==> config.mk <==
export PLATFORM = sky130hd
export DESIGN_NAME = writeback
export DESIGN_NICKNAME = d
export VERILOG_FILES = /design/src/hw/cpu_pkg.sv /design/src/hw/writeback.sv
export SDC_FILE = /design/constraint.sdc
export NUM_CORES = 1
export LEC_CHECK = 0
export BUFFER_PORTS_ARGS = -buffer_cell sky130_fd_sc_hd__buf_4
export CORE_AREA = 2 2 105 107
export CTS_CLUSTER_DIAMETER = 200
export DETAILED_ROUTE_END_ITERATION = 12
export DIE_AREA = 0 0 107 109
export SYNTH_ARGS = -nofsm -noshare
export SYNTH_HDL_FRONTEND = slang
export SYNTH_SLANG_ARGS = --single-unit
==> constraint.sdc <==
create_clock -name clock -period 1 [get_ports clock]
set_input_delay 0.15 -clock clock [delete_from_list [all_inputs] [get_ports clock]]
set_output_delay 0.15 -clock clock [all_outputs]
set_load 0.01 [all_outputs]
==> src/hw/cpu_pkg.sv <==
package cpu_pkg;

  // major opcodes, instruction bits 30:25
  localparam logic [5:0] type_basic = 6'b100000;
  localparam logic [5:0] type_ls    = 6'b011100;
  localparam logic [5:0] addi_op    = 6'b101000;
  localparam logic [5:0] ori_op     = 6'b101100;
  localparam logic [5:0] xori_op    = 6'b101011;
  localparam logic [5:0] movi_op    = 6'b100010;
  localparam logic [5:0] lwi_op     = 6'b000010;
  localparam logic [5:0] swi_op     = 6'b001010;

  // type_basic sub-operations, bits 4:0
  localparam logic [4:0] add_sub   = 5'b00000;
  localparam logic [4:0] sub_sub   = 5'b00001;
  localparam logic [4:0] and_sub   = 5'b00010;
  localparam logic [4:0] or_sub    = 5'b00100;
  localparam logic [4:0] xor_sub   = 5'b00011;
  localparam logic [4:0] srli_sub  = 5'b01001;
  localparam logic [4:0] slli_sub  = 5'b01000;
  localparam logic [4:0] rotri_sub = 5'b01011;

  // type_ls sub-operations, bits 7:0
  localparam logic [7:0] lw_sub = 8'b00000010;
  localparam logic [7:0] sw_sub = 8'b00001010;

  typedef enum logic [2:0] {
    st_idle,
    st_fetch,
    st_decode,
    st_execute,
    st_memory,
    st_write
  } ctrl_state_e;

  typedef enum logic [1:0] {
    imm5_ze,
    imm15_se,
    imm15_ze,
    imm20_se
  } imm_sel_e;

  // second ALU operand
  localparam logic sel_reg = 1'b0;
  localparam logic sel_imm = 1'b1;
  // write-back source
  localparam logic sel_alu = 1'b0;
  localparam logic sel_mem = 1'b1;

  typedef struct packed {
    logic [5:0]  opcode;
    logic [4:0]  write_address;
    logic [4:0]  read_address1;
    logic [4:0]  read_address2;
    logic [1:0]  sv;
    logic [4:0]  imm5;
    logic [14:0] imm15;
    logic [19:0] imm20;
    logic [4:0]  sub5;
    logic [7:0]  sub8;
  } instr_fields_t;

  typedef struct packed {
    logic     im_read;
    logic     reg_read;
    logic     alu_execute;
    logic     dm_read;
    logic     dm_write;
    logic     reg_write;
    logic     retire;
    imm_sel_e imm_sel;
    logic     imm_reg_select;
    logic     writeback_select;
  } ctrl_t;

  // pc is the word address, zero-extended
  typedef struct packed {
    logic [31:0] pc;
    logic        wb_en;
    logic [4:0]  wb_addr;
    logic [31:0] wb_data;
  } retire_t;

  // addr is the data-memory word address, zero-extended
  typedef struct packed {
    logic        we;
    logic [31:0] addr;
    logic [31:0] wdata;
  } store_t;

endpackage

==> src/hw/writeback.sv <==
`timescale 1ns/1ps

module writeback #(
  parameter int IM_ADDR_W = 10
) (
  input  logic                   clock,
  input  logic                   reset,
  input  cpu_pkg::ctrl_t         ctrl,
  input  cpu_pkg::instr_fields_t fields,
  input  logic [31:0]            alu_result,
  input  logic [31:0]            dm_rdata,
  input  logic [IM_ADDR_W-1:0]   pc,
  output logic                   reg_we,
  output logic [4:0]             reg_waddr,
  output logic [31:0]            reg_wdata,
  output cpu_pkg::retire_t       retire_out,
  output logic                   retire
);

  assign reg_wdata = (ctrl.writeback_select == cpu_pkg::sel_mem) ? dm_rdata : alu_result;
  assign reg_we    = ctrl.reg_write;
  assign reg_waddr = fields.write_address;

  // trace captures the same value the register file takes
  always_ff @(posedge clock) begin
    if (reset) begin
      retire     <= 1'b0;
      retire_out <= '0;
    end else begin
      retire <= ctrl.retire;
      if (ctrl.retire) begin
        retire_out.pc      <= 32'(pc);
        retire_out.wb_en   <= reg_we;
        retire_out.wb_addr <= reg_waddr;
        retire_out.wb_data <= reg_wdata;
      end
    end
  end

endmodule

; ---- Yosys cells after proc, flatten, opt, wreduce, memory -nomap -nowiden
; Index checks and enable logic that the tools add are counted.
[totals]
ff_bits = 49
out_inout_bits = 109
in_bits = 163
wordCells = 6
[classes]
n_mux = 1
[op_table]
columns = op, count
row1 = 32-bit two-way mux, 1

; ---- Logic depth before layout (Yosys ltp)
[depth]
ltp_word = 1
mapped_depth = 4
mapped_depth_nobuf = 2

; ---- Worst setup path before layout
; OpenSTA, ideal clock, no wires.
[synth_path]
path_kind = input -> register
from = in ctrl[0] (netlist bit)
to = reg retire_out[22] (netlist bit)
setup_ps = 115
cell_stages = 4
required_time_ps = 885
path_buffers = 2
arrival_time_ps = 886
path_slack_ps = 0
cell_sequence = buf_6 > buf_12 > mux2_4 > o21a_1
[synth_via]
elab_chain_len = 1
[synth_lines]
columns = item, line
row1 = "start, declared", writeback.sv:8  ; input cpu_pkg::ctrl_t ctrl,
row2 = 32-bit two-way mux, writeback.sv:20  ; assign reg_wdata = (ctrl.writeback_select == cpu_pkg::sel_mem) ? dm_rdata : alu_result;
row3 = named net reg_wdata[22], writeback.sv:15  ; output logic [31:0] reg_wdata,
row4 = "end, declared", writeback.sv:16  ; output cpu_pkg::retire_t retire_out,
; The timed path passes the listed nets, and every way through them passes these cells.
; A chain may end at the register's enable or synchronous reset.

; ---- Worst setup path in the final report
[layout_path]
from = in ctrl[0] (netlist bit)
to = out reg_wdata[8]
[layout_via]
elab_chain_len = 1
[layout_lines]
columns = item, line
row1 = 32-bit two-way mux, writeback.sv:20
row2 = "end, declared", writeback.sv:15
; Every way passes these cells.

==> flow_metrics.tcl <==
set metrics [dict create \
    status "finished with violations" \
    violations "negative setup slack" \
    netlist_top_cells_area "dfxtp_1, mux2_4, o21ba_2, o21a_1, buf_4" \
    cp-end-kind "output pin" \
    peakVddDrop_mv 0.512 \
    setup_viol 32 \
    dpl.cell_count 521 \
    crit_type "input port to output pin" \
    met1_length_um 3100 \
    clock-sinks 49 \
    die_height_um 109 \
    grt_pass1_wl_um 11100 \
    cp-start-kind "input port" \
    fillers 1018 \
    dr.pass1.iters 4 \
    finalMaxSlewViolations 0 \
    hold_ws_ps 89.7 \
    clock_skew_ps 0 \
    finalHoldViolCount 0 \
    p_leak_nw 2.21 \
    ant_nets 0 \
    cts_inserted_buffers 5 \
    grt_start_max_net_pins 36 \
    wl_met2_um 3690 \
    maxCapViolations 0 \
    path_max_fanout 7 \
    route.met3.wl_um 739 \
    post-route-util 0.419 \
    root_buffer "clkbuf_8" \
    dp_slack_ps -136 \
    overflow 0 \
    hpwl_um 5280 \
    cp.arrival_ps 890 \
    clk_pin_slew_ps 90 \
    synth-seq-cells 49 \
    die_area_um2 11700 \
    first_global_vias 2211 \
    totalWireLength_um 7640 \
    final_cell_mix "buf_4, dfxtp_1" \
    period_share 1.04 \
    ys_warn_count 0 \
    crit_required_ps 850 \
    port_buffers 170 \
    design_area_um2 4450 \
    fmax_mhz 966 \
    hold_path.class "input port to flip-flop" \
    synth_top_area_cell "dfxtp_1" \
    vias 2316 \
    die-width_um 107 \
    syn_area_um2 2590 \
    place_area_um2 3930 \
    grt_use_total 0.123 \
    power.density_nw_per_um2 1130 \
    setup_slack_ps -35.3 \
    synth_cell_type_count 15 \
    initial_core_util 0.244 \
    antenna_found_initial 0 \
    top_layer "met4" \
    h-tree-depth 2 \
    area_delta_synth_final_pct 71.8 \
    final_common_cell "buf_4" \
    globalplace.congestion 0.681 \
    clk-insertion-delay-late_ps 290 \
    finalNonFillerCells 557 \
    cts_buffer_depth 2 \
    syn_area_per_cell_um2 11.5 \
    p_total_mw 5.03 \
    rows 38 \
    n_antenna_cell 0 \
    period_needed_ps 1040 \
    drive_gt1_frac 0.669 \
    synth_seq_area_share 0.379 \
    rsz0062_at_grt "true" \
    io_pins 272 \
    wl_per_cell_um 13.7 \
    tritoncts "built" \
    vias_per_cell 4.16 \
    drt_iter0_drc 55 \
    fin_nets 579 \
    netlist.area_leader.share 0.379 \
    tns_ps -641 \
    synthesis.instances 225 \
    core_area_um2 10600 \
    drc 0 \
]
final cells by class:
| class | instances | area (um^2) | area share |
|---|---|---|---|
| Inverter | 1 | 3.75 | 0.000844 |
| Timing Repair Buffer | 208 | 1860 | 0.418 |
| Multi-Input combinational cell | 151 | 1350 | 0.303 |
| Clock buffer | 6 | 72.6 | 0.0163 |
| Tap cell | 140 | 175 | 0.0394 |
| Clock inverter | 2 | 10.0 | 0.00225 |
| Sequential cell | 49 | 981 | 0.221 |
Yosys cell counts:
library cell and number:
dfxtp_1 49, o21a_1 32, o21ba_2 32, buf_4 31, mux2_4 30, nor2_1 17
mux2i_1 16, clkbuf_1 6, buf_1 3, buf_12 3, mux2_2 2, buf_2 1
buf_6 1, conb_1 1, inv_1 1
final timing paths:
kind	from	endpoint	slack, ps	cells after the start
worst max-delay path	ctrl[0]	reg_wdata[8]	-40	4
worst min-delay path	pc[2]	retire_out[40]$_SDFFE_PP0P_	90	3
worst max register to register	retire_out[9]$_SDFFE_PP0P_	retire_out[9]$_SDFFE_PP0P_	280	2
worst min register to register	retire_out[40]$_SDFFE_PP0P_	retire_out[40]$_SDFFE_PP0P_	500	2
flip-flops by register name (all words and copies together), names as in the netlist:
register / cells
retire: 1
retire_out: 48
worst max-delay path, cell delays in order:
cell	delay [ps]
buf_16	140
buf_12	150
mux2_4	320
buf_6	130
power by group:
group,switching [mW],total [mW],internal (mW),leakage (nW)
Clock,0.665,1.15,0.487,0.0450
Combinational,0.638,1.72,1.08,1.76
Sequential,0.0714,2.16,2.09,0.407
Total,1.38,5.03,3.66,2.21
timing repair:
action	CTS	global route
hold buffers	0	0
gates resized for setup	42	0
setup buffers	19	5
pin swaps	0	0
setup endpoints to repair	32	32
gates cloned	4	0
routing by layer:
layer  GRT usage  vias to the layer above
met2       0.208                      127
met4      0.0325                        0
li1            -                     1108
met3      0.0436                       10
met5           0                        -
met1       0.148                     1071
logic make-up after synthesis:
logic type,share of synthesized area
multiplexers,0.245
AND/OR/NAND/NOR,0.0246
AO/OA/AOI/OAI,0.217
other,0.00145
buffers and inverters,0.134
flip-flops,0.379
(Power assumes the default switching activity.)
