==> src/hw/regfile.sv <==
`timescale 1ns/1ps

module regfile (
  input  logic        clock,
  input  logic        reset,
  input  logic        read_en,
  input  logic [4:0]  raddr1,
  input  logic [4:0]  raddr2,
  input  logic [4:0]  waddr,
  input  logic        we,
  input  logic [31:0] wdata,
  output logic [31:0] rdata1,
  output logic [31:0] rdata2
);

  logic [31:0] regs [32];

  always_ff @(posedge clock) begin
    if (reset) begin
      for (int i = 0; i < 32; i++) begin
        regs[i] <= '0;
      end
    end else if (we) begin
      regs[waddr] <= wdata;
    end
  end

  // registered read ports
  always_ff @(posedge clock) begin
    if (read_en) begin
      rdata1 <= regs[raddr1];
      rdata2 <= regs[raddr2];
    end
  end

endmodule

==> config.mk <==
export PLATFORM = sky130hd
export DESIGN_NAME = regfile
export DESIGN_NICKNAME = d
export VERILOG_FILES = /design/src/hw/regfile.sv
export SDC_FILE = /design/constraint.sdc
export NUM_CORES = 2
export LEC_CHECK = 0
export BUFFER_PORTS_ARGS = -buffer_cell sky130_fd_sc_hd__buf_2
export CELL_PAD_IN_SITES_DETAIL_PLACEMENT = 0
export CELL_PAD_IN_SITES_GLOBAL_PLACEMENT = 1
export CORE_MARGIN = 4
export CORE_UTILIZATION = 45
export CTS_CLUSTER_SIZE = 40
export DETAILED_ROUTE_END_ITERATION = 6
export PLACE_DENSITY_LB_ADDON = 0.15
export SETUP_SLACK_MARGIN = 0.15
export SYNTH_ARGS = -nofsm -noshare
export SYNTH_HDL_FRONTEND = slang
export SYNTH_SLANG_ARGS = --single-unit
==> constraint.sdc <==
create_clock -name clock -period 2.4 [get_ports clock]
set_input_delay 0.36 -clock clock [delete_from_list [all_inputs] [get_ports clock]]
set_output_delay 0.36 -clock clock [all_outputs]
set_load 0.02 [all_outputs]
---- Word level (Yosys, flattened, before mapping) ----
Memory sizes are Yosys's and may differ from the RTL's. A register that Yosys moved wholly into a read port is not among the register bits.
Cells that the tools add are included.
storage, ports and cells
  bits in registers ....................... 0
  bits in latches ......................... 0
  memory bits (writable) .................. 1,024
  memory bits (read-only) ................. 0
  input port bits ......................... 51
  output and inout port bits .............. 64
  logic and storage cells ................. 10
  memories kept ........................... 1
memories
  name  depth  bits a word  rd ports  clocked after Yosys merged registers in  wr ports  RTL line  source
  regs  32     32           2         2                                        32        16        logic [31:0] regs [32];
cells by class
  $add $sub $neg .......................... 0
  multipliers ............................. 0
  divide/modulo/power cells ............... 0
  magnitude comparators ................... 0
  equality and inequality tests ........... 0
  shift-type cells ........................ 0
  mux-type cells .......................... 8
  bitwise operators ....................... 0
  reduce and logical (&&, ||, !) cells .... 1
operator list
  operator             count
  2-to-1 mux 32 bit    1
  OR reduction 32 bit  1
  2-to-1 mux 1 bit     6
  2-to-1 mux 5 bit     1

---- Depth between registers and ports, before layout ----
  depth in word-level cells ............... 5
  mapped depth ............................ 8
  depth with buffers taken out ............ 5

---- Least setup slack after synthesis ----
No wires, ideal clock.
  path type ............................... input port to flip-flop
  start point ............................. input reset
  end point ............................... memory regs[12][0], enable pin
  library setup time ...................... 0.375 ns
  arrival ................................. 1.641 ns
  required time ........................... 2.025 ns
  path slack .............................. 0.385 ns
  stages .................................. 5
  buffers on the path ..................... 1
  path through ............................ nand2b_1 -> or3_4 -> buf_12 -> nor2_8 -> or2_2
RTL lines
  what         RTL line  source
  from (decl)  5         input logic reset,
  to (decl)    16

---- Worst setup path after layout ----
  start point ............................. register rdata2[24] (read register of regs)
  end point ............................... output rdata2[24]
RTL lines
  what         RTL line  source
  from (decl)  13        output logic [31:0] rdata2
No word-level cell between the ends.

==> impl_metrics.tcl <==
set metrics [dict create \
    synth-seq-area-share_pct 55.9 \
    ff2ff_path_depth 7 \
    num_rows 131 \
    finalHoldViolCount 0 \
    via_per_inst 6.06 \
    finalMaxSlewViolations 0 \
    status "completed" \
    grt-ovfl-total 0 \
    syn-cell-area_sq_um 58400 \
    synth_fa_ha_area_share_pct 0 \
    cp_slowest_stage_delay_ns 0.57 \
    setup_viol 0 \
    min_to "rdata2[11]$_DFFE_PP_" \
    post-cts-setup-buffers 0 \
    fin_skew_ns 0.0182 \
    synth_xor_xnor_area_share_pct 0 \
    rsz0062_at_grt "no" \
    vias 40217 \
    core_area_sq_um 128000 \
    period_share_pct 80.1 \
    cp_slowest_cell "edfxtp_1" \
    critPathCaptureType "primary output" \
    final_cell_area_sq_um 66600 \
    grt_pass1_wl_mm 297 \
    max-vdd-ir-drop_v 0.000588 \
    nNetsFinal 4854 \
    place_congestion 0.835 \
    synth.distinct_cells 31 \
    post_drt_wl_per_cell_microns 31.9 \
    die_h_microns 368 \
    p_leak_nw 26.2 \
    grtUsageTotal_pct 30.7 \
    synth_compound_area_share_pct 6.72 \
    area_growth_pct 14.0 \
    switching_share_pct 25.7 \
    clock_sinks 1088 \
    routed_wl_mm 212 \
    internal_power_mw 34.7 \
    fin_tns_setup_ns 0 \
    cts-resized-gates 0 \
    p_per_area_nw_per_um2 701 \
    place_area_sq_um 62700 \
    drcViolationCount 0 \
    critPathLaunchType "flop" \
    hp-class "input port to flop" \
    postSynthCellCount 4704 \
    max_freq_ghz 0.520 \
    drt_first_pass_iters 6 \
    reg2reg_from "regs[5][14]$_SDFFCE_PN0P_" \
    timing_worst_setup_path_type "flop to primary output" \
    cts_max_level 3 \
    r2r_end "rdata1[14]$_DFFE_PP_" \
    cp_num_buf_inv 1 \
    crit_chain "buf_2" \
    cts_buffers 121 \
    clock_latency_ns 0.75 \
    cts_buffer_depth 3 \
    synth-simple-area-share_pct 15.6 \
    ant_nets 0 \
    antenna_found_initial 20 \
    dp_hpwl_mm 128 \
    cp_max_fo 2 \
    grt_pass1_vias 39990 \
    start_util_pct 45.6 \
    ctsHoldBuffers 0 \
    die_w_microns 368 \
    relSlewSlack_pct 52.9 \
    synth_mux_area_share_pct 17.5 \
    maxCapViolCount 0 \
    cpLargestDelayFamily "flip-flops" \
    pwr-share-clk_pct 39.6 \
    die_area_sq_um 136000 \
    combPwrFrac_pct 12.0 \
    whs_path_depth 1 \
    cts_root_buf "clkbuf_16" \
    path_clk_slew_ns 0.06 \
    critPathRequiredTime_ns 2.04 \
    drt_iter0_drc 4659 \
    min-delay-start "read_en" \
    synth_top_family_by_area "multiplexers" \
    drive_gt1_share_pct 13.8 \
    syn_area_per_cell_sq_um 12.4 \
    rrSetupSlack_ns 0.69 \
    p_switching_mw 12.0 \
    worstMarginPinSlew_ns 0.707 \
    ios 115 \
    ys_seq_elements 1088 \
    syn_nets 4755 \
    grt_max_degree 52 \
    yosys_warnings 0 \
    finalCriticalPeriod_ns 1.92 \
    pwr-share-seq_pct 48.4 \
    cts_tree "done" \
    io_buffers 114 \
    crit_arrival_ns 1.56 \
]
==> power groups by stage <==
| stage | logic (mW) | clock network (mW) | registers [mW] |
|---|---|---|---|
| after CTS | 5.56 | 18.7 | 22.6 |
| final | 5.60 | 18.5 | 22.6 |
| after global placement | 5.52 | 0 | 22.9 |
| after floorplan | 3.07 | 0 | 23.0 |
| after detailed placement | 5.55 | 0 | 23.0 |
| after global routing | 5.87 | 19.5 | 22.7 |
==> metal layers <==
layer | up-vias | wire, microns | track usage, %
met1 | 20497 | 87500 | 41.7
met2 | 1872 | 98300 | 49.3
li1 | 17466 | - | -
met5 | - | 0 | 0
met3 | 382 | 17300 | 5.05
met4 | 0 | 8760 | 12.1
==> cells in the final DEF, fill, tap and decap left out, types with 119 or more instances in the layout <==
master and count:
edfxtp_1 1088, nand3_1 193, a22oi_1 192, buf_12 119
mux2i_1 1024, nand2_1 193, buf_4 192, a21oi_1 192
and2_1 1024, a22o_1 128, clkbuf_16 124
==> worst max path at each step <==
| stage | start | endpoint | slack (ns) | cells after the start |
|---|---|---|---|---|
| after floorplan | reset | regs[12][0]$_SDFFCE_PN0P_ | 0.38 | 5 |
| after detailed placement | reset | regs[24][26]$_SDFFCE_PN0P_ | 0.005 | 6 |
| after CTS | rdata2[24]$_DFFE_PP_ | rdata2[24] | 0.47 | 1 |
| after global routing | rdata2[24]$_DFFE_PP_ | rdata2[24] | 0.47 | 1 |
| after global placement | reset | regs[24][2]$_SDFFCE_PN0P_ | 0.02 | 6 |
| final | rdata2[24]$_DFFE_PP_ | rdata2[24] | 0.48 | 1 |
==> area by class of cell <==
class / instances / area [sq um]
Tap cell: 1729 / 2160
Sequential cell: 1088 / 32700
Clock buffer: 150 / 3200
Fill cell: 11062 / 61600
Clock inverter: 71 / 644
Timing Repair Buffer: 424 / 4410
Antenna cell: 6 / 15.0
Multi-Input combinational cell: 3168 / 23500
==> cells in the mapped netlist <==
| master | n | area, sq um |
|---|---|---|
| nor3_1 | 64 | 320 |
| nand3b_1 | 3 | 22.5 |
| nor2_8 | 6 | 120 |
| nand3b_4 | 1 | 20.0 |
| buf_1 | 21 | 78.8 |
| buf_4 | 70 | 526 |
| buf_6 | 42 | 473 |
| clkbuf_4 | 4 | 30.0 |
| a21oi_1 | 192 | 961 |
| or3_4 | 2 | 22.5 |
| mux2i_1 | 1024 | 10200 |
| and2_1 | 1026 | 6420 |
| clkbuf_2 | 69 | 345 |
| or2_2 | 34 | 213 |
| buf_12 | 1 | 20.0 |
| nand2_2 | 1 | 6.26 |
| a22o_1 | 128 | 1120 |
| or3b_4 | 2 | 22.5 |
| nand3_4 | 1 | 17.5 |
| nand2_1 | 195 | 732 |
| clkbuf_1 | 183 | 687 |
| nor2_4 | 8 | 90.1 |
| nand3_1 | 193 | 966 |
| a31oi_1 | 64 | 400 |
| nor2b_1 | 4 | 25.0 |
| buf_2 | 58 | 290 |
| and2b_1 | 1 | 7.51 |
| nor2_1 | 22 | 82.6 |
| nand2b_1 | 5 | 31.3 |
| a22oi_1 | 192 | 1440 |
| edfxtp_1 | 1088 | 32700 |
==> worst reg2reg max path: cells and delay by family (launching register included) <==
kind | cells | cell delay, ns
mux | 1 | 0.18
flops | 1 | 0.40
buf+inv | 2 | 0.32
compound gates | 2 | 0.43
simple gates | 2 | 0.12
==> per-stage QoR <==
step	worst slack, ns	instances	hold slack [ns]	utilization (%)	total power [mW]
3_5_place_dp	0.00494	6409	0.697	48.9	28.5
5_1_grt	0.472	6632	0.122	51.9	48.1
4_1_cts	0.466	6630	0.0969	51.9	46.8
3_3_place_gp	0.0245	6409	0.685	48.9	28.5
6_report	0.478	6636	0.129	52.0	46.7
2_1_floorplan	0.385	4704	0.472	-	26.0
==> cell families after synthesis <==
kind of cell / Yosys count
simple gates: 1568
mux: 1024
compound gates: 576
flops: 1088
buf+inv: 448
==> state kept, by name, summed over array words and instances (netlist names) <==
register / cells
rdata2: 32
rdata1: 32
regs: 1024
Note: power is estimated with default switching activity, not from simulation.
