File: src/hw/cpu_pkg.sv
package cpu_pkg;

  // major opcodes, instruction bits 30:25
  localparam logic [5:0] type_basic = 6'b100000;
  localparam logic [5:0] type_ls    = 6'b011100;
  localparam logic [5:0] addi_op    = 6'b101000;
  localparam logic [5:0] ori_op     = 6'b101100;
  localparam logic [5:0] xori_op    = 6'b101011;
  localparam logic [5:0] movi_op    = 6'b100010;
  localparam logic [5:0] lwi_op     = 6'b000010;
  localparam logic [5:0] swi_op     = 6'b001010;

  // type_basic sub-operations, bits 4:0
  localparam logic [4:0] add_sub   = 5'b00000;
  localparam logic [4:0] sub_sub   = 5'b00001;
  localparam logic [4:0] and_sub   = 5'b00010;
  localparam logic [4:0] or_sub    = 5'b00100;
  localparam logic [4:0] xor_sub   = 5'b00011;
  localparam logic [4:0] srli_sub  = 5'b01001;
  localparam logic [4:0] slli_sub  = 5'b01000;
  localparam logic [4:0] rotri_sub = 5'b01011;

  // type_ls sub-operations, bits 7:0
  localparam logic [7:0] lw_sub = 8'b00000010;
  localparam logic [7:0] sw_sub = 8'b00001010;

  typedef enum logic [2:0] {
    st_idle,
    st_fetch,
    st_decode,
    st_execute,
    st_memory,
    st_write
  } ctrl_state_e;

  typedef enum logic [1:0] {
    imm5_ze,
    imm15_se,
    imm15_ze,
    imm20_se
  } imm_sel_e;

  // second ALU operand
  localparam logic sel_reg = 1'b0;
  localparam logic sel_imm = 1'b1;
  // write-back source
  localparam logic sel_alu = 1'b0;
  localparam logic sel_mem = 1'b1;

  typedef struct packed {
    logic [5:0]  opcode;
    logic [4:0]  write_address;
    logic [4:0]  read_address1;
    logic [4:0]  read_address2;
    logic [1:0]  sv;
    logic [4:0]  imm5;
    logic [14:0] imm15;
    logic [19:0] imm20;
    logic [4:0]  sub5;
    logic [7:0]  sub8;
  } instr_fields_t;

  typedef struct packed {
    logic     im_read;
    logic     reg_read;
    logic     alu_execute;
    logic     dm_read;
    logic     dm_write;
    logic     reg_write;
    logic     retire;
    imm_sel_e imm_sel;
    logic     imm_reg_select;
    logic     writeback_select;
  } ctrl_t;

  // pc is the word address, zero-extended
  typedef struct packed {
    logic [31:0] pc;
    logic        wb_en;
    logic [4:0]  wb_addr;
    logic [31:0] wb_data;
  } retire_t;

  // addr is the data-memory word address, zero-extended
  typedef struct packed {
    logic        we;
    logic [31:0] addr;
    logic [31:0] wdata;
  } store_t;

endpackage

File: src/hw/alu.sv
`timescale 1ns/1ps

module alu #(
  parameter int DM_ADDR_W = 8
) (
  input  logic                   clock,
  input  logic                   reset,
  input  cpu_pkg::instr_fields_t fields,
  input  cpu_pkg::ctrl_t         ctrl,
  input  logic [31:0]            rs1_data,
  input  logic [31:0]            rs2_data,
  output logic [31:0]            alu_result,
  output logic [DM_ADDR_W-1:0]   mem_addr,
  output logic [31:0]            mem_wdata
);

  logic [31:0] imm_ext;
  logic [31:0] op_b;
  logic [31:0] result_next;
  logic [63:0] rot_pair;

  always_comb begin
    case (ctrl.imm_sel)
      cpu_pkg::imm5_ze:  imm_ext = {27'd0, fields.imm5};
      cpu_pkg::imm15_se: imm_ext = {{17{fields.imm15[14]}}, fields.imm15};
      cpu_pkg::imm15_ze: imm_ext = {17'd0, fields.imm15};
      default:           imm_ext = {{12{fields.imm20[19]}}, fields.imm20};
    endcase
  end

  assign op_b = (ctrl.imm_reg_select == cpu_pkg::sel_imm) ? imm_ext : rs2_data;

  // rotate via a doubled word
  assign rot_pair = {rs1_data, rs1_data} >> op_b[4:0];

  always_comb begin
    case (fields.opcode)
      cpu_pkg::type_basic: begin
        case (fields.sub5)
          cpu_pkg::add_sub:   result_next = rs1_data + op_b;
          cpu_pkg::sub_sub:   result_next = rs1_data - op_b;
          cpu_pkg::and_sub:   result_next = rs1_data & op_b;
          cpu_pkg::or_sub:    result_next = rs1_data | op_b;
          cpu_pkg::xor_sub:   result_next = rs1_data ^ op_b;
          cpu_pkg::srli_sub:  result_next = rs1_data >> op_b[4:0];
          cpu_pkg::slli_sub:  result_next = rs1_data << op_b[4:0];
          cpu_pkg::rotri_sub: result_next = rot_pair[31:0];
          default:            result_next = rs1_data;
        endcase
      end
      cpu_pkg::ori_op:  result_next = rs1_data | op_b;
      cpu_pkg::xori_op: result_next = rs1_data ^ op_b;
      cpu_pkg::movi_op: result_next = op_b;
      // register-indexed address, index scaled by sv
      cpu_pkg::type_ls: result_next = rs1_data + (op_b << fields.sv);
      default:          result_next = rs1_data + op_b;
    endcase
  end

  always_ff @(posedge clock) begin
    if (reset) begin
      alu_result <= '0;
    end else if (ctrl.alu_execute) begin
      alu_result <= result_next;
    end
  end

  // byte address down to a word address
  assign mem_addr  = alu_result[DM_ADDR_W+1:2];
  // port 2 holds the store register by the memory cycle
  assign mem_wdata = rs2_data;

endmodule

File: config.mk
export PLATFORM = sky130hd
export DESIGN_NAME = alu
export DESIGN_NICKNAME = d
export VERILOG_FILES = /design/src/hw/cpu_pkg.sv /design/src/hw/alu.sv
export SDC_FILE = /design/constraint.sdc
export NUM_CORES = 1
export LEC_CHECK = 0
export ABC_CLOCK_PERIOD_IN_PS = 5840
export BUFFER_PORTS_ARGS = -buffer_cell sky130_fd_sc_hd__clkbuf_2
export CELL_PAD_IN_SITES_DETAIL_PLACEMENT = 1
export CELL_PAD_IN_SITES_GLOBAL_PLACEMENT = 1
export CORE_MARGIN = 5
export CORE_UTILIZATION = 35
export DETAILED_ROUTE_END_ITERATION = 7
export GPL_TIMING_DRIVEN = 0
export PLACE_DENSITY_LB_ADDON = 0.1
export RECOVER_POWER = 25
export SLEW_MARGIN = 5
export SYNTH_ARGS = -nofsm -noshare
export SYNTH_HDL_FRONTEND = slang
export SYNTH_SLANG_ARGS = --single-unit
File: constraint.sdc
create_clock -name clock -period 5.84 [get_ports clock]
set_input_delay 0.584 -clock clock [delete_from_list [all_inputs] [get_ports clock]]
set_output_delay 0.584 -clock clock [all_outputs]
set_load 0.01 [all_outputs]
# Word level (Yosys, flattened, before mapping)
# Index checks and enable logic that the tools add are counted.
# totals
out_inout_bits	72
wordCells	31
ff_bits	32
in_bits	153
# op_classes
bitwise_logic	3
n_reduce_logical	2
addsub	3
shift	4
mux	4
eq_ne	14
# ops
op	n
32-bit one-hot mux with 8 select lines	1
32-bit one-hot mux with 5 select lines	1
32-bit one-hot mux with 3 select lines	1
32-bit adder	2
64-bit by 5-bit right shift with 32-bit output	1
32-bit AND	1
32-bit two-way mux	1
32-bit OR	1
32-bit by 2-bit left shift with 32-bit output	1
32-bit by 5-bit left shift with 32-bit output	1
32-bit by 5-bit right shift with 32-bit output	1
32-bit subtractor	1
32-bit bitwise XOR	1
6-bit equality test, second input constant	4
5-bit by 4-bit equality test with 1-bit output, second input constant	3
5-bit by 2-bit equality test with 1-bit output, second input constant	2
6-bit by 5-bit equality test with 1-bit output, second input constant	1
5-bit by 1-bit equality test with 1-bit output, second input constant	1
5-bit by 3-bit equality test with 1-bit output, second input constant	1
5-bit logical NOT	1
2-bit by 1-bit equality test with 1-bit output, second input constant	1
2-bit equality test, second input constant	1
2-bit logical NOT	1

# Logic depth before layout (Yosys ltp)
# depth
ltp_word	6
ltp_mapped	23
ltp_nobuf	19

# Worst setup path after synthesis
# Ideal clock, no wire load.
# synth_timing
kind	input -> register
from	in ctrl[2] in the netlist's numbering
to	reg alu_result[30]
t_required_ns	5.782
arrival_time_ns	4.793
path_stages	22
path_buffers	6
slack_ns	0.989
setup_time_ns	0.058
cell_sequence	nand2b_1 > buf_6 > o221a_2 > buf_2 > inv_1 > buf_2 > buf_2 > buf_2 > buf_2 > o21ai_0 > o21ai_0 > ha_1 > o21a_1 > o31a_1 > o22ai_1 > a2111oi_0 > nor4b_1 > o31ai_1 > a2111oi_0 > nor3_1 > o32a_1 > nand2_1
# synth_via
elab_chain_cells	6
elab_cells_between_ends	17
cone_classes	3 x add/sub; 2 x eq/ne; 4 x shift; 4 x mux; 3 x bitwise; 1 x reduce/logical
# synth_lines
element	line	rtl
start: declaration	alu.sv:9	input cpu_pkg::ctrl_t ctrl,
2-bit equality test, or another cell as far along	alu.sv:23	case (ctrl.imm_sel)
32-bit one-hot mux with 3 select lines (*)	alu.sv:23	
32-bit two-way mux (*)	alu.sv:31	assign op_b = (ctrl.imm_reg_select == cpu_pkg::sel_imm) ? imm_ext : rs2_data;
32-bit subtractor, or another cell as far along	alu.sv:41	cpu_pkg::sub_sub: result_next = rs1_data - op_b;
32-bit one-hot mux with 8 select lines or 32-bit adder (tied branches)	alu.sv:39, alu.sv:55	
32-bit one-hot mux with 5 select lines (*)	alu.sv:37	case (fields.opcode)
end signal: assignment	alu.sv:64	alu_result <= result_next;
end: declaration	alu.sv:12	output logic [31:0] alu_result,
# Every way passes the cells marked *; elsewhere a longest branch is shown, timed or not.
# A chain may end at the register's enable or synchronous reset.

# Worst setup path in the final report
# layout_timing
from	in ctrl[2] in the netlist's numbering
to	reg alu_result[27]
# Same word-level chain as after synthesis.

==> flow_metrics.env <==
export IMPL_status="finished clean"
export IMPL_grt_max_degree=21
export IMPL_crit_slowest_cell="ha_1"
export IMPL_synth_cell_types=100
export IMPL_worst_pin_slew_ps=1370
export IMPL_fmax_mhz=174
export IMPL_ctsHtreeMaxLevel=2
export IMPL_crit_end="alu_result[27]"
export IMPL_leakagePower_nw=7.23
export IMPL_cts_tree="built"
export IMPL_hold_slack_ps=461
export IMPL_drc_errors=0
export IMPL_design_die_area_um2=48200
export IMPL_placed_cell_area_um2=17000
export IMPL_grt_pass1_vias=21100
export IMPL_ys_warn_count=0
export IMPL_syn2layout_area_growth_pct=13.0
export IMPL_crit_arrival_ps=5930
export IMPL_slowest_delay_ps=650
export IMPL_antennaDiodeCount=0
export IMPL_rsz0062_at_grt="false"
export IMPL_ios=225
export IMPL_overflow=0
export IMPL_yosysSeqAreaShare=0.0417
export IMPL_finalSetupTns_ps=0
export IMPL_detail_route_vias_per_cell=6.95
export IMPL_cts_sinks=32
export IMPL_synthFlopType="dfxtp_1"
export IMPL_cp_depth=18
export IMPL_final_nets=2759
export IMPL_core_um2=43300
export IMPL_syn_cell_area_um2=15400
export IMPL_ant_nets=0
export IMPL_cts_hold_buf=0
export IMPL_layout_drive_gt1_share=0.144
export IMPL_synth_net_count=2573
export IMPL_fin_crit_ps=5730
export IMPL_place_gp_congestion=1.10
export IMPL_wire_per_inst_um=35.4
export IMPL_crit_top_cell="buf_2"
export IMPL_worstPathMaxFanout=19
export IMPL_cp_num_buf_inv=5
export IMPL_clkTransAtPathRegs_ps=70
export IMPL_clock_latency_ps=320
export IMPL_slew_headroom=0.0846
export IMPL_die_y_um=220
export IMPL_stdcell_area_um2=17400
export IMPL_antenna_found_initial=1
export IMPL_cts_made_buffers=5
export IMPL_final_core_util=0.402
export IMPL_fin_skew_ps=0
export IMPL_regToRegStartpoint="alu_result[28]"
export IMPL_hold_class="flop to flop"
export IMPL_synth_cells=2297
export IMPL_peakVddDrop_mv=0.102
export IMPL_via_count=21300
export IMPL_synth_edf_count=0
export IMPL_dp_hpwl_um=90100
export IMPL_finalHoldViolCount=0
export IMPL_post_route_period_util=0.982
export IMPL_ff2ff_path_depth=6
export IMPL_ys_ff_latch=32
export IMPL_async_reset_ff_frac=0
export IMPL_crit_type="input port to flop"
export IMPL_dieWidth_um=220
export IMPL_end_kind="flop"
export IMPL_synth_area_per_cell_um2=6.69
export IMPL_grt_pass1_wl_um=152000
export IMPL_path_cells="clkbuf_2 -> nand2_1 -> buf_4 -> o221a_2 -> buf_2 -> inv_1 -> buf_2 -> ha_1 -> o21ai_0 -> a31oi_1 -> o41a_1 -> a21o_1 -> a211oi_2 -> nor3_1 -> a21boi_0 -> xnor2_1 -> a2111oi_1 -> o21ai_1"
export IMPL_critPathTopFamily="compound AO/OA/AOI/OAI gates"
export IMPL_drv_slew=0
export IMPL_setup_viol=0
export IMPL_reg_top3="alu_result: 32 flops"
export IMPL_wl_um=109000
export IMPL_ctsLongestPathBuffers=2
export IMPL_initial_core_util=0.355
export IMPL_crit_path_start_kind="input port"
export IMPL_cp_required_ps=6040
export IMPL_p_per_area_nw_per_um2=182
export IMPL_drt_iter0_markers=2680
export IMPL_worst_r2r_setup_slack_ps=4030
export IMPL_cts_root_buf="clkbuf_16"
export IMPL_largest_register_ffs=32
export IMPL_max_cap_violations=0
export IMPL_r2r_end="alu_result[28]"
export IMPL_grt_total_usage=0.432
export IMPL_cp_startpoint="ctrl[2]"
export IMPL_io_buffers=186
export IMPL_num_rows=76
export IMPL_largest_register="alu_result"
export IMPL_firstDrtPassIters=6
## what timing repair did
| action | 4_1_cts | 5_1_grt |
|---|---|---|
| setup endpoints to repair | 24 | 18 |
| buffers inserted | 2 | 0 |
| gates resized for setup | 39 | 21 |
| pin swaps | 3 | 2 |
## worst min path at each step
| stage | from | endpoint | slack, ps | depth (start not counted) |
|---|---|---|---|---|
| 2_1_floorplan | alu_result[25] | alu_result[25] | 470 | 2 |
| 3_3_place_gp | alu_result[25] | alu_result[25] | 440 | 2 |
| 3_5_place_dp | alu_result[25] | alu_result[25] | 450 | 2 |
| 4_1_cts | alu_result[25] | alu_result[25] | 460 | 2 |
| 5_1_grt | alu_result[25] | alu_result[25] | 490 | 2 |
| 6_report | alu_result[25] | alu_result[25] | 460 | 2 |
## placed cells by master (no fill, tap or decap), types with 44 or more instances in the layout
cell and n:
nor3_1 59, xnor2_1 44, buf_4 55, inv_1 106, nand3_1 56, o21ai_0 151, clkbuf_2 165, nor2_1 193
nand2_1 227, a22oi_1 56, clkbuf_1 129, o211ai_1 44, mux2i_1 165, ha_1 121, a21oi_1 217
## power by group
part	switching [mW]	internal, mW	total [mW]
Combinational	1.76	0.802	2.56
Sequential	0.0316	0.248	0.279
Clock	0.153	0.170	0.322
Total	1.94	1.22	3.16
## per-stage QoR
| step | total power, mW | worst slack [ps] | instances |
|---|---|---|---|
| after detailed placement | 2.69 | -1480 | 3068 |
| after global placement | 2.66 | -1740 | 3068 |
| after floorplan | 1.76 | 989 | 2297 |
| final | 3.16 | 107 | 3069 |
| after global routing | 3.25 | 14.7 | 3069 |
| after CTS | 3.03 | 23.7 | 3072 |
## layer usage
metal / vias to the layer above / track usage / share of wire
met2: 1468 / 0.668 / 0.42
met3: 416 / 0.106 / 0.11
li1: 8993 / - / -
met1: 10500 / 0.539 / 0.39
met5: - / 0 / 0.00018
met4: 2 / 0.270 / 0.078
## cells by family after synthesis
| logic type | synth area share |
|---|---|
| flip-flops | 0.0417 |
| buffers and inverters | 0.103 |
| adder cells (fa/ha/maj) | 0.101 |
| multiplexers | 0.126 |
| AO/OA/AOI/OAI | 0.388 |
| AND/OR/NAND/NOR | 0.203 |
| XOR/XNOR | 0.0376 |
## synth_stat cells (34+ instances only)
cell,number,share of area
buf_2,34,0.011
o211ai_1,44,0.021
a211oi_1,40,0.020
nand3_1,56,0.018
xnor2_1,44,0.025
mux2i_1,166,0.11
nand2_1,227,0.055
nor3_1,61,0.020
ha_1,121,0.099
a221oi_1,42,0.024
nor2_1,195,0.048
buf_4,45,0.022
a21oi_1,226,0.074
o21ai_0,154,0.050
clkbuf_1,110,0.027
inv_1,106,0.026
a22oi_1,56,0.027
## worst register-to-register path, delay by kind of cell (launching register included)
kind	cells	cell delay [ps]
AO/OA/AOI/OAI	5	960
flip-flops	1	380
AND/OR/NAND/NOR	1	330
## final cells by class
class | count | area (um^2)
fill | 5716 | 25900
multi-input combinational | 1934 | 13400
buffer | 210 | 1140
timing repair buffer | 188 | 913
tap | 585 | 732
sequential | 32 | 641
inverter | 112 | 430
clock buffer | 6 | 139
clock inverter | 2 | 10.0
No activity file was read; power rests on OpenSTA's default activity.
