### config.mk
export PLATFORM = sky130hd
export DESIGN_NAME = ir_controller
export DESIGN_NICKNAME = d
export VERILOG_FILES = /design/src/hw/cpu_pkg.sv /design/src/hw/ir_controller.sv
export SDC_FILE = /design/constraint.sdc
export NUM_CORES = 1
export LEC_CHECK = 0
export ABC_AREA = 1
export ABC_CLOCK_PERIOD_IN_PS = 3050
export BUFFER_PORTS_ARGS = -buffer_cell sky130_fd_sc_hd__buf_2
export CAP_MARGIN = 20
export CORE_ASPECT_RATIO = 0.75
export CORE_MARGIN = 1.5
export CORE_UTILIZATION = 30
export DETAILED_ROUTE_END_ITERATION = 7
export GPL_TIMING_DRIVEN = 0
export PLACE_DENSITY_LB_ADDON = 0.05
export REMOVE_ABC_BUFFERS = 1
export SLEW_MARGIN = 20
export SYNTH_ARGS = -nofsm -noshare
export SYNTH_HDL_FRONTEND = slang
export SYNTH_SLANG_ARGS = --single-unit
### constraint.sdc
create_clock -name clock -period 3.05 [get_ports clock]
set_input_delay 0.305 -clock clock [delete_from_list [all_inputs] [get_ports clock]]
set_output_delay 0.305 -clock clock [all_outputs]
set_load 0.01 [all_outputs]
### src/hw/cpu_pkg.sv
package cpu_pkg;

  // major opcodes, instruction bits 30:25
  localparam logic [5:0] type_basic = 6'b100000;
  localparam logic [5:0] type_ls    = 6'b011100;
  localparam logic [5:0] addi_op    = 6'b101000;
  localparam logic [5:0] ori_op     = 6'b101100;
  localparam logic [5:0] xori_op    = 6'b101011;
  localparam logic [5:0] movi_op    = 6'b100010;
  localparam logic [5:0] lwi_op     = 6'b000010;
  localparam logic [5:0] swi_op     = 6'b001010;

  // type_basic sub-operations, bits 4:0
  localparam logic [4:0] add_sub   = 5'b00000;
  localparam logic [4:0] sub_sub   = 5'b00001;
  localparam logic [4:0] and_sub   = 5'b00010;
  localparam logic [4:0] or_sub    = 5'b00100;
  localparam logic [4:0] xor_sub   = 5'b00011;
  localparam logic [4:0] srli_sub  = 5'b01001;
  localparam logic [4:0] slli_sub  = 5'b01000;
  localparam logic [4:0] rotri_sub = 5'b01011;

  // type_ls sub-operations, bits 7:0
  localparam logic [7:0] lw_sub = 8'b00000010;
  localparam logic [7:0] sw_sub = 8'b00001010;

  typedef enum logic [2:0] {
    st_idle,
    st_fetch,
    st_decode,
    st_execute,
    st_memory,
    st_write
  } ctrl_state_e;

  typedef enum logic [1:0] {
    imm5_ze,
    imm15_se,
    imm15_ze,
    imm20_se
  } imm_sel_e;

  // second ALU operand
  localparam logic sel_reg = 1'b0;
  localparam logic sel_imm = 1'b1;
  // write-back source
  localparam logic sel_alu = 1'b0;
  localparam logic sel_mem = 1'b1;

  typedef struct packed {
    logic [5:0]  opcode;
    logic [4:0]  write_address;
    logic [4:0]  read_address1;
    logic [4:0]  read_address2;
    logic [1:0]  sv;
    logic [4:0]  imm5;
    logic [14:0] imm15;
    logic [19:0] imm20;
    logic [4:0]  sub5;
    logic [7:0]  sub8;
  } instr_fields_t;

  typedef struct packed {
    logic     im_read;
    logic     reg_read;
    logic     alu_execute;
    logic     dm_read;
    logic     dm_write;
    logic     reg_write;
    logic     retire;
    imm_sel_e imm_sel;
    logic     imm_reg_select;
    logic     writeback_select;
  } ctrl_t;

  // pc is the word address, zero-extended
  typedef struct packed {
    logic [31:0] pc;
    logic        wb_en;
    logic [4:0]  wb_addr;
    logic [31:0] wb_data;
  } retire_t;

  // addr is the data-memory word address, zero-extended
  typedef struct packed {
    logic        we;
    logic [31:0] addr;
    logic [31:0] wdata;
  } store_t;

endpackage

### src/hw/ir_controller.sv
`timescale 1ns/1ps

module ir_controller (
  input  logic                   clock,
  input  logic                   reset,
  input  logic                   run,
  input  logic [31:0]            instr_word,
  output cpu_pkg::instr_fields_t fields,
  output cpu_pkg::ctrl_t         ctrl,
  output logic                   pc_advance
);

  cpu_pkg::ctrl_state_e state;
  cpu_pkg::ctrl_state_e state_next;
  logic [31:0] ir;
  logic        is_nop;
  logic        is_load;
  logic        is_store;
  logic        is_shift;

  always_ff @(posedge clock) begin
    if (reset) begin
      state <= cpu_pkg::st_idle;
    end else begin
      state <= state_next;
    end
  end

  // instruction register, loaded at the end of fetch
  always_ff @(posedge clock) begin
    if (reset) begin
      ir <= '0;
    end else if (ctrl.im_read) begin
      ir <= instr_word;
    end
  end

  assign fields.opcode        = ir[30:25];
  assign fields.write_address = ir[24:20];
  assign fields.read_address1 = ir[19:15];
  assign fields.read_address2 = ir[14:10];
  assign fields.sv            = ir[9:8];
  assign fields.imm5          = ir[14:10];
  assign fields.imm15         = ir[14:0];
  assign fields.imm20         = ir[19:0];
  assign fields.sub5          = ir[4:0];
  assign fields.sub8          = ir[7:0];

  assign is_shift = (fields.opcode == cpu_pkg::type_basic) &&
                    (fields.sub5 == cpu_pkg::srli_sub || fields.sub5 == cpu_pkg::slli_sub ||
                     fields.sub5 == cpu_pkg::rotri_sub);
  // NOP is SRLI by zero
  assign is_nop   = (fields.opcode == cpu_pkg::type_basic) &&
                    (fields.sub5 == cpu_pkg::srli_sub) && (fields.imm5 == 5'd0);
  assign is_load  = (fields.opcode == cpu_pkg::lwi_op) ||
                    (fields.opcode == cpu_pkg::type_ls && fields.sub8 == cpu_pkg::lw_sub);
  assign is_store = (fields.opcode == cpu_pkg::swi_op) ||
                    (fields.opcode == cpu_pkg::type_ls && fields.sub8 == cpu_pkg::sw_sub);

  always_comb begin
    case (state)
      cpu_pkg::st_idle:    state_next = run ? cpu_pkg::st_fetch : cpu_pkg::st_idle;
      cpu_pkg::st_fetch:   state_next = cpu_pkg::st_decode;
      cpu_pkg::st_decode:  state_next = cpu_pkg::st_execute;
      cpu_pkg::st_execute: state_next = (is_load || is_store) ? cpu_pkg::st_memory
                                                              : cpu_pkg::st_write;
      cpu_pkg::st_memory:  state_next = cpu_pkg::st_write;
      cpu_pkg::st_write:   state_next = run ? cpu_pkg::st_fetch : cpu_pkg::st_idle;
      default:             state_next = cpu_pkg::st_idle;
    endcase
  end

  always_comb begin
    ctrl = '0;
    ctrl.im_read     = (state == cpu_pkg::st_fetch);
    // stores reread port 2 with the data register during execute
    ctrl.reg_read    = (state == cpu_pkg::st_decode) ||
                       (state == cpu_pkg::st_execute && is_store);
    ctrl.alu_execute = (state == cpu_pkg::st_execute);
    ctrl.dm_read     = (state == cpu_pkg::st_memory) && is_load;
    ctrl.dm_write    = (state == cpu_pkg::st_memory) && is_store;
    ctrl.reg_write   = (state == cpu_pkg::st_write) && !is_nop && !is_store;
    ctrl.retire      = (state == cpu_pkg::st_write);
    ctrl.writeback_select = is_load ? cpu_pkg::sel_mem : cpu_pkg::sel_alu;

    ctrl.imm_sel        = cpu_pkg::imm5_ze;
    ctrl.imm_reg_select = cpu_pkg::sel_reg;
    case (fields.opcode)
      cpu_pkg::type_basic: begin
        if (is_shift) begin
          ctrl.imm_reg_select = cpu_pkg::sel_imm;
        end
      end
      cpu_pkg::addi_op: begin
        ctrl.imm_sel        = cpu_pkg::imm15_se;
        ctrl.imm_reg_select = cpu_pkg::sel_imm;
      end
      cpu_pkg::ori_op, cpu_pkg::xori_op, cpu_pkg::lwi_op, cpu_pkg::swi_op: begin
        ctrl.imm_sel        = cpu_pkg::imm15_ze;
        ctrl.imm_reg_select = cpu_pkg::sel_imm;
      end
      cpu_pkg::movi_op: begin
        ctrl.imm_sel        = cpu_pkg::imm20_se;
        ctrl.imm_reg_select = cpu_pkg::sel_imm;
      end
      default: ;
    endcase
  end

  // pc moves on as the instruction leaves write
  assign pc_advance = (state == cpu_pkg::st_write);

endmodule

After elaboration in Yosys (flattened, before gate mapping)
Cells that the tools add are included.

Register bits after elaboration: 34. Bits in latches: 0. Bits in writable memories: 0. Bits in read-only memories: 0. Input bits: 35. Output and inout port bits: 88. Word-level logic and storage cells: 50. Memories kept: 0.

Add/subtract/negate cells: 0. Multipliers: 0. Div/mod/pow operators: 0. Magnitude comparators: 0. Equality and inequality tests: 18. Shifts and indexed selects: 0. Muxes and demuxes: 7. Bitwise gates (word level): 0. Reductions and logical operators: 23.

Operators by type and width (count): == test 6 bit, second input constant (5); == test 5 x 4 -> 1 bit, second input constant (3); case mux 3 bit (5 select lines) (1); logical AND 1 bit (10); == test 8 x 2 -> 1 bit, second input constant (1); == test 8 x 4 -> 1 bit, second input constant (1); == test 3 x 2 -> 1 bit, second input constant (2); == test 3 bit, second input constant (2); == test 6 x 2 -> 1 bit, second input constant (1); == test 6 x 4 -> 1 bit, second input constant (1); == test 6 x 5 -> 1 bit, second input constant (1); logical OR 1 bit (6); case mux 2 bit (3 select lines) (1); OR reduction 6 bit (1); zero test 5 bit (1); two-way mux 1 bit (4); OR reduction 4 bit (1); == test 3 x 1 -> 1 bit, second input constant (1); zero test 3 bit (1); zero test 1 bit (2); case mux 1 bit (2 select lines) (1); OR reduction 2 bit (1).

Longest topological paths before layout
Word-level depth: 6. Mapped depth: 10. Depth with buffers taken out: 10.

Worst setup path after synthesis
Ideal clock, no wire load.

Kind: register -> output. Start point: register ir[1]. End point: output ctrl[9] (netlist bit). Arrival: 1.243 ns. Data required time: 2.745 ns. Slack: 1.502 ns. Stages on the path, launching flop included: 9. Path buffers: 0. Path through: dfxtp_1 > inv_1 > nor2_1 > nand2_1 > nor2_1 > nand2_1 > nand2_1 > inv_1 > o21ai_0.

RTL lines: from (decl) (RTL line ir_controller.sv:15) `logic [31:0] ir;`; from (signal assigned) (RTL line ir_controller.sv:34) `ir <= instr_word;`; to (decl) (RTL line ir_controller.sv:9) `output cpu_pkg::ctrl_t ctrl,`.

==> metrics.log <==
[metrics] Pre-antenna DRT Iters: 4
[metrics] part of the Yosys area used for sequential elements: 0.366
[metrics] maximum level of the CTS H-tree: 2
[metrics] sequential share of power: 0.402
[metrics] Final Cell Area: 0.00226 mm2
[metrics] terminating pin of the worst hold path: ir[22]
[metrics] launch instance of the worst min-delay path: instr_word[22]
[metrics] setup repair after global routing missed its margin: false
[metrics] power per standard cell area: 599 mW/mm2
[metrics] final count of hold timing violations: 0
[metrics] Leakage: 0.00121 uW
[metrics] number of enable-type register cells in the synthesized netlist: 0
[metrics] switching share of total power: 0.340
[metrics] die outline height: 71.2 um
[metrics] clock tree from TritonCTS: yes
[metrics] TritonCTS Buffers: 5
[metrics] switching power: 460 uW
[metrics] combinational group share of total power: 0.292
[metrics] worst path required time: 2.74 ns
[metrics] power consumption: 1350 uW
[metrics] commonest cells in the synthesized netlist: nand2_1 (65), buf_4 (49), dfxtp_1 (34)
[metrics] first-pass GRT wire length: 7.05 mm
[metrics] IR Drop Worst-Case VDD: 0.000196 V
[metrics] number of antenna diodes: 0
[metrics] floorplan die width: 94.0 um
[metrics] Unique masters post-synth: 19
[metrics] post-synthesis sequential element count: 34
[metrics] final worst path period need: 1.93 ns
[metrics] cell type of the slowest stage on the worst timing path: dfxtp_1
[metrics] Via-to-Cell Ratio: 4.25
[metrics] longest individual stage delay on the worst path: 0.39 ns
[metrics] share of the cycle needed by the critical path after routing: 0.633
[metrics] routed via count: 1716
[metrics] layout net count: 360
[metrics] final setup violation count: 0
[metrics] GRT Total Usage: 0.136
[metrics] most used flip-flop cell after synthesis: dfxtp_1
[metrics] startpoint class of the critical path: register
[metrics] Post-Route Setup TNS: 0 ns
[metrics] share of cells above drive strength 1: 0.429
[metrics] Post-Synthesis Mean Instance Area: 7.33 um2
[metrics] Max Clk Rate: 518 MHz
[metrics] maximum buffer depth of the clock tree: 2
[metrics] vias in the first global route: 1530
[metrics] Finished Core Util: 0.382
[metrics] cts-stage hold buffer count: 0
[metrics] proportion of power drawn by the clock network: 0.307
[metrics] type of the worst setup path: reg -> out
[metrics] slew at the pin closest to its max-slew limit: 0.741 ns
[metrics] remaining global-route overflow: 0
[metrics] placeable core region: 0.00592 mm2
[metrics] worst path buffer plus inverter count: 3
[metrics] number of stages on the worst hold path: 3
[metrics] worst reg2reg path startpoint: state[0]
[metrics] combined flip-flop and latch cell area: 681 um2
[metrics] fraction of post-synthesis cell area in the top cell type by area: 0.366
[metrics] violation count after the first detailed-routing iteration: 57
[metrics] worst relative slew slack: 0.506
[metrics] clock slew at the register clock pins of the worst setup and hold paths: 0.08 ns
[metrics] number of clock sinks: 34
[metrics] number of cells traversed by the worst register-to-register path: 6
[metrics] antenna violations before repair: 0
[metrics] biggest fanout along the worst timing path: 5
[metrics] max-slew violations: 0
[metrics] buffers inserted by post-CTS timing repair: 0
[metrics] filler instances: 664
[metrics] Area Growth Syn to Fin: 21.2%
[metrics] worst-skew pair later-pin latency: 0.28 ns
[metrics] Die ar.: 0.00669 mm2
[metrics] number of placement rows: 24
[metrics] synth top area cells: dfxtp_1 (37%), buf_4 (20%), nand2_1 (13%)
[metrics] Syn. warnings: 0
[metrics] total of cells resized after clock tree synthesis: 0
[metrics] cell-by-cell trace of the critical path: inv_1 -> nor2_1 -> nand2_1 -> nor2_1 -> nand2_1 -> nand2_1 -> inv_1 -> o21ai_0 -> buf_2
[metrics] kind of capture point of the worst setup path: output pin
[metrics] number of input and output port buffers inserted: 121
[metrics] Crit path max-delay family: simple AND/OR/NAND/NOR gates
[metrics] most frequently used cell type in the post-synthesis netlist: nand2_1
[metrics] DRC violations left: 0
[metrics] largest net degree at the start of global routing: 40
[metrics] capture point of the worst reg-to-reg path: ir[1]
[metrics] count of nets left with antenna violations after detail routing: 0
[metrics] maxcap violations: 0
[metrics] Starting Density: 0.315
[metrics] library cell with the largest summed area after synthesis: dfxtp_1
[metrics] Routed WL per cell: 11.1 um
[metrics] final setup skew: 0.00583 ns
[metrics] share of async-settable or async-resettable flops after synthesis: 0
[metrics] ports placed on the boundary: 123
[metrics] worst hold-check path type: in -> reg
[metrics] Mapped Area: 0.00186 mm2
[metrics] endpoint arrival time on the critical path: 1.63 ns
[metrics] RD Place Congestion: 0.749
[metrics] area after detailed placement: 0.00214 mm2
[metrics] FF-to-FF setup slack: 1.27 ns
[metrics] DP HPWL: 3.25 mm
[metrics] area of combinational cells with multiple inputs: 699 um2
[metrics] result of the run: finished clean
[metrics] root buffer cell: clkbuf_8
[metrics] synthesized instance count: 254
[metrics] Final Routed Wirelength: 4.50 mm
[metrics] cell-internal power: 893 uW
[metrics] most numerous cell on the critical path: nand2_1
state kept, by name (all words and copies together), names as in the netlist:
| name | cells |
|---|---|
| state | 3 |
| ir | 31 |
logic make-up after synthesis:
kind of cell,after synthesis,synth area share
AOI/OAI and AO/OA,40,0.137
buffers and inverters,73,0.259
DFF,34,0.366
and+or+nand+nor,107,0.239
worst max path at each step:
stage / from / endpoint / slack [ns] / cells after the start
final: ir[1] / ctrl[9] / 1.12 / 9
after global routing: ir[1] / ctrl[9] / 0.89 / 9
after CTS: ir[1] / ctrl[9] / 1.07 / 9
after detailed placement: state[0] / ir[1] / 1.21 / 6
after global placement: state[0] / ir[1] / 1.16 / 6
after floorplan: ir[1] / ctrl[9] / 1.31 / 8
cell usage in the layout (no fill, tap or decap), drive strengths merged, types with 3 or more instances in the layout:
master,Yosys,final
buf,53,121
nand2,65,65
dfxtp,34,34
a21oi,29,29
nor2,29,29
inv,16,16
a211oi,7,7
nand3,5,5
clkbuf,4,5
nand4,4,4
o21ai,3,3
power by group through the flow:
| stage | Combinational, uW | Clock [uW] | Sequential [uW] |
|---|---|---|---|
| 2_1_floorplan | 163 | 0 | 607 |
| 3_3_place_gp | 404 | 0 | 555 |
| 3_5_place_dp | 402 | 0 | 555 |
| 4_1_cts | 404 | 431 | 545 |
| 5_1_grt | 442 | 456 | 554 |
| 6_report | 394 | 415 | 543 |
worst reg2reg max path, cell delays in order (launching register included):
cell and delay, ns:
dfxtp_1 0.36, inv_2 0.05, or2_4 0.25, nor2_8 0.31, inv_2 0.39, nor2_1 0.23, a211oi_2 0.05
metal layers:
layer / up-vias / wire length, um / track usage
li1: 904 / - / -
met1: 739 / 2190 / 0.180
met2: 71 / 1950 / 0.220
met3: 2 / 342 / 0.0361
met4: 0 / 19 / 0.0348
met5: - / 0 / 0
stage by stage:
step	hold WS, ns	setup slack (ns)	std cells
global placement	0.449	1.16	396
CTS	0.249	1.07	404
floorplan	0.374	1.31	197
detailed placement	0.452	1.21	396
global route	0.250	0.891	404
finish	0.266	1.12	404
layout make-up:
| cell class | instances | area share |
|---|---|---|
| clock buffers | 5 | 0.0305 |
| clock inverters | 3 | 0.0200 |
| inverters | 16 | 0.0266 |
| multi-input cells | 147 | 0.310 |
| flip-flops and latches | 34 | 0.302 |
| well taps | 78 | 0.0432 |
| repair buffers | 121 | 0.268 |
Note: power is estimated with default switching activity, not from simulation.
